**src/hw/rx_stats_pkg.sv**
```systemverilog
package rx_stats_pkg;

    // stream and bus widths
    localparam int FLIT_W  = 512;
    localparam int EMPTY_W = 6;
    localparam int CNT_W   = 32;
    localparam int REG_AW  = 8;

    // locally administered source, packets from it never reach the output
    localparam logic [47:0] SRC_MAC_FILTER = 48'h0a1b2c3d4e5f;

    // returned for any unmapped offset
    localparam logic [CNT_W-1:0] READ_DEFAULT = 32'h123;

    ////////////////////
    // register map
    ////////////////////
    localparam logic [REG_AW-1:0] REG_SCRATCH     = 8'd0;
    localparam logic [REG_AW-1:0] REG_CTRL        = 8'd1;
    localparam logic [REG_AW-1:0] REG_DONE        = 8'd2;
    localparam logic [REG_AW-1:0] REG_CYCLE       = 8'd4;
    localparam logic [REG_AW-1:0] REG_FLIT        = 8'd5;
    localparam logic [REG_AW-1:0] REG_PKT         = 8'd6;
    localparam logic [REG_AW-1:0] REG_MAX_PKT     = 8'd9;
    localparam logic [REG_AW-1:0] REG_WARMUP      = 8'd10;
    localparam logic [REG_AW-1:0] REG_PKT_CNT     = 8'd11;
    localparam logic [REG_AW-1:0] REG_OUT_PKT_CNT = 8'd12;
    localparam logic [REG_AW-1:0] REG_IN_PKT_CNT  = 8'd13;

    // header fields of a start flit, top bits first
    typedef struct packed {
        logic [47:0]  upper;
        logic [47:0]  src_mac;
        logic [415:0] rest;
    } flit_hdr_s;

    // raw view is forwarded, header view feeds the filter
    typedef union packed {
        logic [FLIT_W-1:0] raw;
        flit_hdr_s         hdr;
    } flit_u;

endpackage

```
**src/hw/rx_src_filter.sv**
```systemverilog
`timescale 1ns/1ns

module rx_src_filter import rx_stats_pkg::*; (
    input  logic               clk_rx,
    input  logic               i_rst,
    input  logic               i_rx_valid,
    input  logic               i_rx_sop,
    input  logic               i_rx_eop,
    input  logic [EMPTY_W-1:0] i_rx_empty,
    input  flit_u              i_rx_data,
    input  logic               i_clear,
    output logic               o_valid,
    output logic               o_sop,
    output logic               o_eop,
    output logic [EMPTY_W-1:0] o_empty,
    output flit_u              o_data,
    output logic [CNT_W-1:0]   o_in_pkt_cnt
);

    // source field matches the filter address
    logic mac_match;
    // set while the body of a dropped packet is still arriving
    logic drop_rest;

    assign mac_match = (i_rx_data.hdr.src_mac == SRC_MAC_FILTER);

    ////////////////////
    // control strobes and drop decision
    ////////////////////
    always_ff @(posedge clk_rx) begin
        if (i_rst || i_clear) begin
            o_valid   <= 1'b0;
            o_sop     <= 1'b0;
            o_eop     <= 1'b0;
            o_empty   <= '0;
            drop_rest <= 1'b0;
        end else begin
            o_sop   <= i_rx_sop;
            o_eop   <= i_rx_eop;
            o_empty <= i_rx_empty;
            if (!i_rx_valid) begin
                // idle cycle
                o_valid <= 1'b0;
            end else if (i_rx_sop) begin
                // start flit decides the fate of the whole packet
                o_valid   <= !mac_match;
                drop_rest <= mac_match && !i_rx_eop;
            end else begin
                // body flit follows the start flit
                o_valid <= !drop_rest;
                if (i_rx_eop) begin
                    drop_rest <= 1'b0;
                end
            end
        end
    end

    // payload is registered unconditionally
    always_ff @(posedge clk_rx) begin
        o_data <= i_rx_data;
    end

    // raw packets seen at the tap whether filtered or not
    always_ff @(posedge clk_rx) begin
        if (i_rst) begin
            o_in_pkt_cnt <= '0;
        end else if (i_rx_valid && i_rx_eop) begin
            o_in_pkt_cnt <= o_in_pkt_cnt + 1'b1;
        end
    end

    // a kept flit needs a valid input sampled outside a flush
    a_clear_kills_valid: assert property (
        @(posedge clk_rx) disable iff (i_rst) o_valid |-> $past(i_rx_valid && !i_clear)
    );

endmodule

```
**src/hw/rx_fwd_delay.sv**
```systemverilog
`timescale 1ns/1ns

module rx_fwd_delay import rx_stats_pkg::*; (
    input  logic               clk_rx,
    input  logic               i_rst,
    input  logic               i_valid,
    input  logic               i_sop,
    input  logic               i_eop,
    input  logic [EMPTY_W-1:0] i_empty,
    input  flit_u              i_data,
    input  logic               i_clear,
    output logic               o_rx_valid,
    output logic               o_rx_sop,
    output logic               o_rx_eop,
    output logic [EMPTY_W-1:0] o_rx_empty,
    output logic [FLIT_W-1:0]  o_rx_data,
    output logic [CNT_W-1:0]   o_out_pkt_cnt
);

    // middle stage
    logic               s1_valid;
    logic               s1_sop;
    logic               s1_eop;
    logic [EMPTY_W-1:0] s1_empty;
    flit_u              s1_data;

    // strobes flush on clear
    always_ff @(posedge clk_rx) begin
        if (i_rst || i_clear) begin
            s1_valid   <= 1'b0;
            s1_sop     <= 1'b0;
            s1_eop     <= 1'b0;
            s1_empty   <= '0;
            o_rx_valid <= 1'b0;
            o_rx_sop   <= 1'b0;
            o_rx_eop   <= 1'b0;
            o_rx_empty <= '0;
        end else begin
            s1_valid   <= i_valid;
            s1_sop     <= i_sop;
            s1_eop     <= i_eop;
            s1_empty   <= i_empty;
            o_rx_valid <= s1_valid;
            o_rx_sop   <= s1_sop;
            o_rx_eop   <= s1_eop;
            o_rx_empty <= s1_empty;
        end
    end

    // payload pipe, untouched
    always_ff @(posedge clk_rx) begin
        s1_data   <= i_data;
        o_rx_data <= s1_data.raw;
    end

    // packets actually delivered downstream
    always_ff @(posedge clk_rx) begin
        if (i_rst) begin
            o_out_pkt_cnt <= '0;
        end else if (o_rx_valid && o_rx_eop) begin
            o_out_pkt_cnt <= o_out_pkt_cnt + 1'b1;
        end
    end

    // two-cycle latency holds when no flush intervenes
    a_two_stage_valid: assert property (
        @(posedge clk_rx) disable iff (i_rst)
        (!i_clear ##1 !i_clear) |=> (o_rx_valid == $past(i_valid, 2))
    );

endmodule

```
**src/hw/rx_window_stats.sv**
```systemverilog
`timescale 1ns/1ns

module rx_window_stats import rx_stats_pkg::*; (
    input  logic             clk_rx,
    input  logic             i_rst,
    input  logic             i_valid,
    input  logic             i_eop,
    input  logic             i_clear,
    input  logic [CNT_W-1:0] i_warmup,
    input  logic [CNT_W-1:0] i_max_pkt,
    output logic [CNT_W-1:0] o_done,
    output logic [CNT_W-1:0] o_cycle,
    output logic [CNT_W-1:0] o_flit,
    output logic [CNT_W-1:0] o_pkt,
    output logic [CNT_W-1:0] o_pkt_cnt
);

    // packet count past warm-up and not beyond maximum
    logic in_window;
    // registered copy of in_window
    logic busy;
    // kept flit that closes a packet
    logic kept_eop;

    assign in_window = (o_pkt_cnt > i_warmup) && (o_pkt_cnt <= i_max_pkt);
    assign kept_eop  = i_valid && i_eop;

    ////////////////////
    // window counters
    ////////////////////
    always_ff @(posedge clk_rx) begin
        if (i_rst || i_clear) begin
            busy      <= 1'b0;
            o_done    <= '0;
            o_cycle   <= '0;
            o_flit    <= '0;
            o_pkt     <= '0;
            o_pkt_cnt <= '0;
        end else begin
            busy <= in_window;

            // flits and packets only inside the window
            if (in_window && i_valid) begin
                o_flit <= o_flit + 1'b1;
                if (i_eop) begin
                    o_pkt <= o_pkt + 1'b1;
                end
            end

            // sticky done once maximum is hit
            if ((o_pkt_cnt == i_max_pkt) && (i_max_pkt != '0)) begin
                o_done <= 32'd1;
            end

            // busy lags the window by one cycle
            if (busy) begin
                o_cycle <= o_cycle + 1'b1;
            end

            // every surviving packet
            if (kept_eop) begin
                o_pkt_cnt <= o_pkt_cnt + 1'b1;
            end
        end
    end

    // a packet can only be counted together with its last flit
    a_pkt_le_flit: assert property (
        @(posedge clk_rx) disable iff (i_rst) o_pkt <= o_flit
    );

endmodule

```
**src/hw/rx_status_regs.sv**
```systemverilog
`timescale 1ns/1ns

module rx_status_regs import rx_stats_pkg::*; (
    input  logic              clk_rx,
    input  logic              i_rst,
    input  logic [REG_AW-1:0] i_status_addr,
    input  logic              i_status_read,
    input  logic              i_status_write,
    input  logic [CNT_W-1:0]  i_status_writedata,
    input  logic [CNT_W-1:0]  i_done,
    input  logic [CNT_W-1:0]  i_cycle,
    input  logic [CNT_W-1:0]  i_flit,
    input  logic [CNT_W-1:0]  i_pkt,
    input  logic [CNT_W-1:0]  i_pkt_cnt,
    input  logic [CNT_W-1:0]  i_out_pkt_cnt,
    input  logic [CNT_W-1:0]  i_in_pkt_cnt,
    output logic [CNT_W-1:0]  o_status_readdata,
    output logic              o_status_readdata_valid,
    output logic              o_clear,
    output logic [CNT_W-1:0]  o_warmup,
    output logic [CNT_W-1:0]  o_max_pkt
);

    // bus strobes, one register stage
    logic [REG_AW-1:0] addr_r;
    logic              read_r;
    logic              write_r;
    logic [CNT_W-1:0]  writedata_r;

    // writable registers
    logic [CNT_W-1:0]  scratch;
    logic [CNT_W-1:0]  reg_ctrl;

    // bit 0 is a level, held until software drops it
    assign o_clear = reg_ctrl[0];

    always_ff @(posedge clk_rx) begin
        if (i_rst) begin
            addr_r      <= '0;
            read_r      <= 1'b0;
            write_r     <= 1'b0;
            writedata_r <= '0;
        end else begin
            addr_r      <= i_status_addr;
            read_r      <= i_status_read;
            write_r     <= i_status_write;
            writedata_r <= i_status_writedata;
        end
    end

    ////////////////////
    // write decode
    ////////////////////
    always_ff @(posedge clk_rx) begin
        if (i_rst) begin
            scratch   <= '0;
            reg_ctrl  <= '0;
            o_max_pkt <= '0;
            o_warmup  <= '0;
        end else begin
            if (write_r) begin
                case (addr_r)
                    REG_SCRATCH: scratch   <= writedata_r;
                    REG_CTRL:    reg_ctrl  <= writedata_r;
                    REG_MAX_PKT: o_max_pkt <= writedata_r;
                    REG_WARMUP:  o_warmup  <= writedata_r;
                    default: ;
                endcase
            end
            // clear wins over a same-cycle write
            if (o_clear) begin
                scratch   <= '0;
                o_max_pkt <= '0;
                o_warmup  <= '0;
            end
        end
    end

    ////////////////////
    // read mux
    ////////////////////
    always_ff @(posedge clk_rx) begin
        if (i_rst) begin
            o_status_readdata       <= '0;
            o_status_readdata_valid <= 1'b0;
        end else begin
            // one-cycle pulse per read strobe
            o_status_readdata_valid <= read_r;
            if (read_r) begin
                case (addr_r)
                    REG_SCRATCH:     o_status_readdata <= scratch;
                    REG_CTRL:        o_status_readdata <= reg_ctrl;
                    REG_DONE:        o_status_readdata <= i_done;
                    REG_CYCLE:       o_status_readdata <= i_cycle;
                    REG_FLIT:        o_status_readdata <= i_flit;
                    REG_PKT:         o_status_readdata <= i_pkt;
                    REG_MAX_PKT:     o_status_readdata <= o_max_pkt;
                    REG_WARMUP:      o_status_readdata <= o_warmup;
                    REG_PKT_CNT:     o_status_readdata <= i_pkt_cnt;
                    REG_OUT_PKT_CNT: o_status_readdata <= i_out_pkt_cnt;
                    REG_IN_PKT_CNT:  o_status_readdata <= i_in_pkt_cnt;
                    default:         o_status_readdata <= READ_DEFAULT;
                endcase
            end
        end
    end

    // read response always lands two edges after the strobe
    a_read_latency: assert property (
        @(posedge clk_rx) disable iff (i_rst) i_status_read |-> ##2 o_status_readdata_valid
    );

endmodule

```
**src/hw/rx_stats_top.sv**
```systemverilog
`timescale 1ns/1ns

module rx_stats_top import rx_stats_pkg::*; (
    input  logic               clk_rx,
    input  logic               i_rst,
    // receive stream in
    input  logic               i_rx_valid,
    input  logic               i_rx_sop,
    input  logic               i_rx_eop,
    input  logic [EMPTY_W-1:0] i_rx_empty,
    input  logic [FLIT_W-1:0]  i_rx_data,
    // forwarded stream out
    output logic               o_rx_valid,
    output logic               o_rx_sop,
    output logic               o_rx_eop,
    output logic [EMPTY_W-1:0] o_rx_empty,
    output logic [FLIT_W-1:0]  o_rx_data,
    // status register bus
    input  logic [REG_AW-1:0]  i_status_addr,
    input  logic               i_status_read,
    input  logic               i_status_write,
    input  logic [CNT_W-1:0]   i_status_writedata,
    output logic [CNT_W-1:0]   o_status_readdata,
    output logic               o_status_readdata_valid
);

    // filter stage outputs
    logic               f_valid;
    logic               f_sop;
    logic               f_eop;
    logic [EMPTY_W-1:0] f_empty;
    flit_u              f_data;

    // control from the register block
    logic               clear;
    logic [CNT_W-1:0]   warmup;
    logic [CNT_W-1:0]   max_pkt;

    // counters back to the register block
    logic [CNT_W-1:0]   done;
    logic [CNT_W-1:0]   cycle_cnt;
    logic [CNT_W-1:0]   flit_cnt;
    logic [CNT_W-1:0]   pkt;
    logic [CNT_W-1:0]   pkt_cnt;
    logic [CNT_W-1:0]   in_pkt_cnt;
    logic [CNT_W-1:0]   out_pkt_cnt;

    rx_src_filter rx_src_filter_inst (
        .clk_rx       (clk_rx),
        .i_rst        (i_rst),
        .i_rx_valid   (i_rx_valid),
        .i_rx_sop     (i_rx_sop),
        .i_rx_eop     (i_rx_eop),
        .i_rx_empty   (i_rx_empty),
        .i_rx_data    (i_rx_data),
        .i_clear      (clear),
        .o_valid      (f_valid),
        .o_sop        (f_sop),
        .o_eop        (f_eop),
        .o_empty      (f_empty),
        .o_data       (f_data),
        .o_in_pkt_cnt (in_pkt_cnt)
    );

    rx_fwd_delay rx_fwd_delay_inst (
        .clk_rx        (clk_rx),
        .i_rst         (i_rst),
        .i_valid       (f_valid),
        .i_sop         (f_sop),
        .i_eop         (f_eop),
        .i_empty       (f_empty),
        .i_data        (f_data),
        .i_clear       (clear),
        .o_rx_valid    (o_rx_valid),
        .o_rx_sop      (o_rx_sop),
        .o_rx_eop      (o_rx_eop),
        .o_rx_empty    (o_rx_empty),
        .o_rx_data     (o_rx_data),
        .o_out_pkt_cnt (out_pkt_cnt)
    );

    rx_window_stats rx_window_stats_inst (
        .clk_rx    (clk_rx),
        .i_rst     (i_rst),
        .i_valid   (f_valid),
        .i_eop     (f_eop),
        .i_clear   (clear),
        .i_warmup  (warmup),
        .i_max_pkt (max_pkt),
        .o_done    (done),
        .o_cycle   (cycle_cnt),
        .o_flit    (flit_cnt),
        .o_pkt     (pkt),
        .o_pkt_cnt (pkt_cnt)
    );

    rx_status_regs rx_status_regs_inst (
        .clk_rx                  (clk_rx),
        .i_rst                   (i_rst),
        .i_status_addr           (i_status_addr),
        .i_status_read           (i_status_read),
        .i_status_write          (i_status_write),
        .i_status_writedata      (i_status_writedata),
        .i_done                  (done),
        .i_cycle                 (cycle_cnt),
        .i_flit                  (flit_cnt),
        .i_pkt                   (pkt),
        .i_pkt_cnt               (pkt_cnt),
        .i_out_pkt_cnt           (out_pkt_cnt),
        .i_in_pkt_cnt            (in_pkt_cnt),
        .o_status_readdata       (o_status_readdata),
        .o_status_readdata_valid (o_status_readdata_valid),
        .o_clear                 (clear),
        .o_warmup                (warmup),
        .o_max_pkt               (max_pkt)
    );

endmodule

```
**config.mk**
```make
export PLATFORM = sky130hd
export DESIGN_NAME = rx_stats_top
export DESIGN_NICKNAME = d
export VERILOG_FILES = /design/src/hw/rx_stats_pkg.sv /design/src/hw/rx_src_filter.sv /design/src/hw/rx_fwd_delay.sv /design/src/hw/rx_window_stats.sv /design/src/hw/rx_status_regs.sv /design/src/hw/rx_stats_top.sv
export SDC_FILE = /design/constraint.sdc
export NUM_CORES = 2
export LEC_CHECK = 0
export BUFFER_PORTS_ARGS = -buffer_cell sky130_fd_sc_hd__clkbuf_2
export CAP_MARGIN = 30
export CORE_AREA = 5 5 432 434
export CTS_BUF_LIST = sky130_fd_sc_hd__clkbuf_4 sky130_fd_sc_hd__clkbuf_8
export DETAILED_ROUTE_END_ITERATION = 7
export DIE_AREA = 0 0 437 439
export PLACE_DENSITY = 0.47
export SLEW_MARGIN = 10
export SYNTH_ARGS = -nofsm -noshare
export SYNTH_HDL_FRONTEND = slang
export SYNTH_SLANG_ARGS = --single-unit
```
**constraint.sdc**
```tcl
create_clock -name clk_rx -period 3.1 [get_ports clk_rx]
set_input_delay 0.155 -clock clk_rx [delete_from_list [all_inputs] [get_ports clk_rx]]
set_output_delay 0.155 -clock clk_rx [all_outputs]
set_load 0.02 [all_outputs]
```
==> run metrics <==
status=finished clean; io pins=1,119; DIE HEIGHT=439 um; largest net degree at the start of global routing=87; kind of critical path=flip-flop to flip-flop; Die Width=437 um; worst path required time=3.97 ns; post-route minimum period=3.07 ns; Final Hold Vio Count=0; DRT iter0 DRCs=2,163; PortBufs=1,118; vias in the first global route=39,457; crit-path max FO=15; hold path start=i_rst; reg-to-reg slack, setup=0.03 ns; top_reg_cell synth=dfxtp_1; reg-to-reg startpoint=rx_status_regs_inst.o_max_pkt[28]; post-synth cell types=61; Area Growth Syn to Fin=55.4%; CTS tree=built; routed len/inst=19.9 um; Root Driver=clkbuf_8; clk slew on worst S/H paths=0.06 ns; Core Box Area=0.182 mm2; worst hold path type=input port to flip-flop; met3 Use GR=4.79%; count of final setup violators=0; Pre-Repair DR Iteration Count=7; clock sink total=1,961; setup TNS=0 ns; Cells after DPL=7,415; worst slew pin tran=0.953 ns; Critical Path Max Stage Delay=0.46 ns; share of cells above drive strength 1=27.4%; met1 Usage GRT=21.5%; pins over their slew limit=0; Cell Chain, Critical Path=inv_1, ha_1, nand4_1, buf_4, nor3_1, a22oi_1, a21o_1, buf_12, nand3_4, buf_12, buf_4, or4_1, a21oi_2; reg2reg path depth=13; die area=0.192 mm2; Avg Vias per Cell=4.20; Clock Latency Late Sink=1.03 ns; overall routing resource usage=18.3%; register area share after synthesis=77.4%; DRC=0; met2 GRT Util=32.2%; Synth Net Count=4,576; synthesized area per cell=12.9 um2; post-route insts no fill=9,161; Initial Util=27.8%; TritonCTS Buffers=331; CTS max path bufs=4; first-pass GRT wire length=261,000 um; DRT antenna net count=0; clock skew=0.103 ns; RSZ-0062 raised after global routing=yes; Routed WL=182,000 um; Lkg Pwr=0.0334 uW; row cnt=157; FF-to-FF End=rx_window_stats_inst.o_pkt[1]; number of synthesized register bits=1,961; yosys warns=0; Tcrit/Tclk final=98.9%; GR peak layer=met2; crit path DAT=3.93 ns; Via Count=38,494; RePlAce Congestion=0.884; PD cells=683 mW/mm2; startpoint types=flip-flop; asr flop ratio synth=0%; peak supply drop=0.561 mV; relative slew slack=35.6%; Largest regs=rx_fwd_delay_inst.o_rx_data (512), rx_fwd_delay_inst.s1_data (512), rx_src_filter_inst.o_data (512); Max Fclk=326 MHz; # nets final=7,174; Syn Inst Count=3,941; antenna violations before repair=40; Hold Path Sink=rx_src_filter_inst.o_in_pkt_cnt[20]; max-cap violations=0; total gr overflow=0; WHS Path Cells=3; CP endpoint kind=flip-flop; H-tree levels=5; Post-Syn Area=0.0507 mm2; EDFF count, synth=0; Slowest cell on crit path=a22oi_1; DP Wirelength=130,000 um
[cells in the mapped netlist, drive strengths merged, types with 4 or more instances]
cell | instances | area [um2]
dfxtp | 1961 | 39300
or4 | 54 | 405
or2 | 6 | 37.5
o41ai | 4 | 53.8
ha | 70 | 876
a21o | 7 | 52.6
nor2 | 164 | 616
or3 | 31 | 194
nor4bb | 4 | 40.0
nand3 | 98 | 495
a221oi | 19 | 166
inv | 91 | 342
mux2i | 9 | 90.1
a221o | 14 | 140
buf | 35 | 183
nand4 | 72 | 463
nor4 | 37 | 320
nand2b | 22 | 138
and2 | 34 | 213
and4 | 22 | 195
clkbuf | 108 | 405
a22oi | 90 | 676
o31ai | 49 | 368
o21ai | 44 | 220
nor2b | 64 | 400
a21oi | 257 | 1290
xnor2 | 44 | 385
nor3 | 18 | 106
xor2 | 65 | 569
nand2 | 363 | 1360
a22o | 32 | 280
and3 | 22 | 138
[kinds of logic (layout without fill, tap and decap cells)]
kind of cell,after synthesis,after routing,share of synthesized area (%)
simple gates,1020,1020,10.3
fa+ha+maj,70,70,1.73
mux,9,9,0.178
other cells,0,13,0
compound gates,538,538,6.77
xor+xnor,109,109,1.88
buf+inv,234,3056,1.83
flops,1961,1961,77.4
[timing repair]
| action | CTS | global route |
|---|---|---|
| cloned | 0 | 1 |
| pin swaps | 0 | 6 |
| resized for setup | 3 | 25 |
| setup endpoints to repair | 63 | 57 |
| buffers inserted | 0 | 7 |
| hold endpoints to repair | 726 | 0 |
| hold buffers | 1167 | 0 |
[layout by cell type (no fill, tap or decap), types with 13 or more instances in the layout]
master	synthesis	layout
a21oi_1	257	255
a221o_1	14	14
a221oi_1	19	18
a22o_1	32	32
a22oi_1	90	90
and2_1	33	34
and3_1	22	22
and4_1	21	21
buf_12	0	23
buf_4	2	97
clkbuf_2	0	1117
clkbuf_4	0	91
clkbuf_8	0	424
clkinv_2	0	21
dfxtp_1	1961	1949
diode_2	0	13
dlygate4sd3_1	0	1167
ha_1	70	69
inv_1	91	91
nand2_1	363	363
nand2b_1	22	22
nand3_1	97	97
nand4_1	70	70
nor2_1	164	158
nor2b_1	64	64
nor3_1	16	15
nor4_1	27	25
o21ai_0	43	42
o31ai_1	49	49
or3_1	31	31
or4_1	54	53
xnor2_1	44	44
xor2_1	65	65
[stage by stage]
step	util [%]	total power, uW	hold WS (ns)	area, um2	setup slack, ns
2_1_floorplan	-	27800	0.183	50700	0.532
3_3_place_gp	32.9	29000	0.257	59900	-0.134
3_5_place_dp	32.9	29000	0.259	59900	-0.148
4_1_cts	43.2	54500	0.0263	78700	0.0161
5_1_grt	43.3	56100	0.0732	78900	-0.0318
6_report	43.3	53900	0.150	78900	0.0337
[worst max-delay path: cells and delay by family (launching register included)]
kind | cells | cell delay [ns]
compound gates | 3 | 0.82
fa+ha+maj | 1 | 0.29
buf+inv | 5 | 0.65
flops | 1 | 0.37
simple gates | 4 | 0.76
[worst max path at each step]
stage,to,from,cells past startpoint
final,rx_window_stats_inst.o_pkt[1],rx_status_regs_inst.o_max_pkt[28],13
after global routing,rx_window_stats_inst.o_pkt[30],rx_status_regs_inst.o_max_pkt[19],12
after CTS,rx_src_filter_inst.o_in_pkt_cnt[26],rx_src_filter_inst.o_in_pkt_cnt[0],9
after detailed placement,rx_window_stats_inst.o_flit[22],rx_status_regs_inst.o_max_pkt[27],11
after global placement,rx_window_stats_inst.o_flit[14],rx_status_regs_inst.o_max_pkt[27],11
after floorplan,rx_window_stats_inst.o_pkt[18],rx_status_regs_inst.o_max_pkt[13],10
[cell type report]
type | count | area, um2
Sequential cell | 1961 | 39300
Inverter | 91 | 342
Antenna cell | 13 | 32.5
Fill cell | 16894 | 103000
Clock inverter | 42 | 505
Timing Repair Buffer | 2408 | 18500
Multi-Input combinational cell | 1746 | 10700
Tap cell | 2385 | 2980
Clock buffer | 515 | 6520
[layer usage]
layer  routed length, um  share of wire (%)  vias up
met5                   0                  0        -
met4                5840                3.2        0
met3               11700                6.4      373
met2               91500                 50     1210
met1               73000                 40    18311
li1                    -                  -    18600
[where the power goes]
part / total, uW / internal, uW / leakage, uW / switching (uW)
clock network: 24200 / 14100 / 0.00372 / 10000
registers: 26700 / 26300 / 0.0164 / 351
logic: 3010 / 1560 / 0.0133 / 1450
Note: power is estimated with default switching activity, not from simulation.
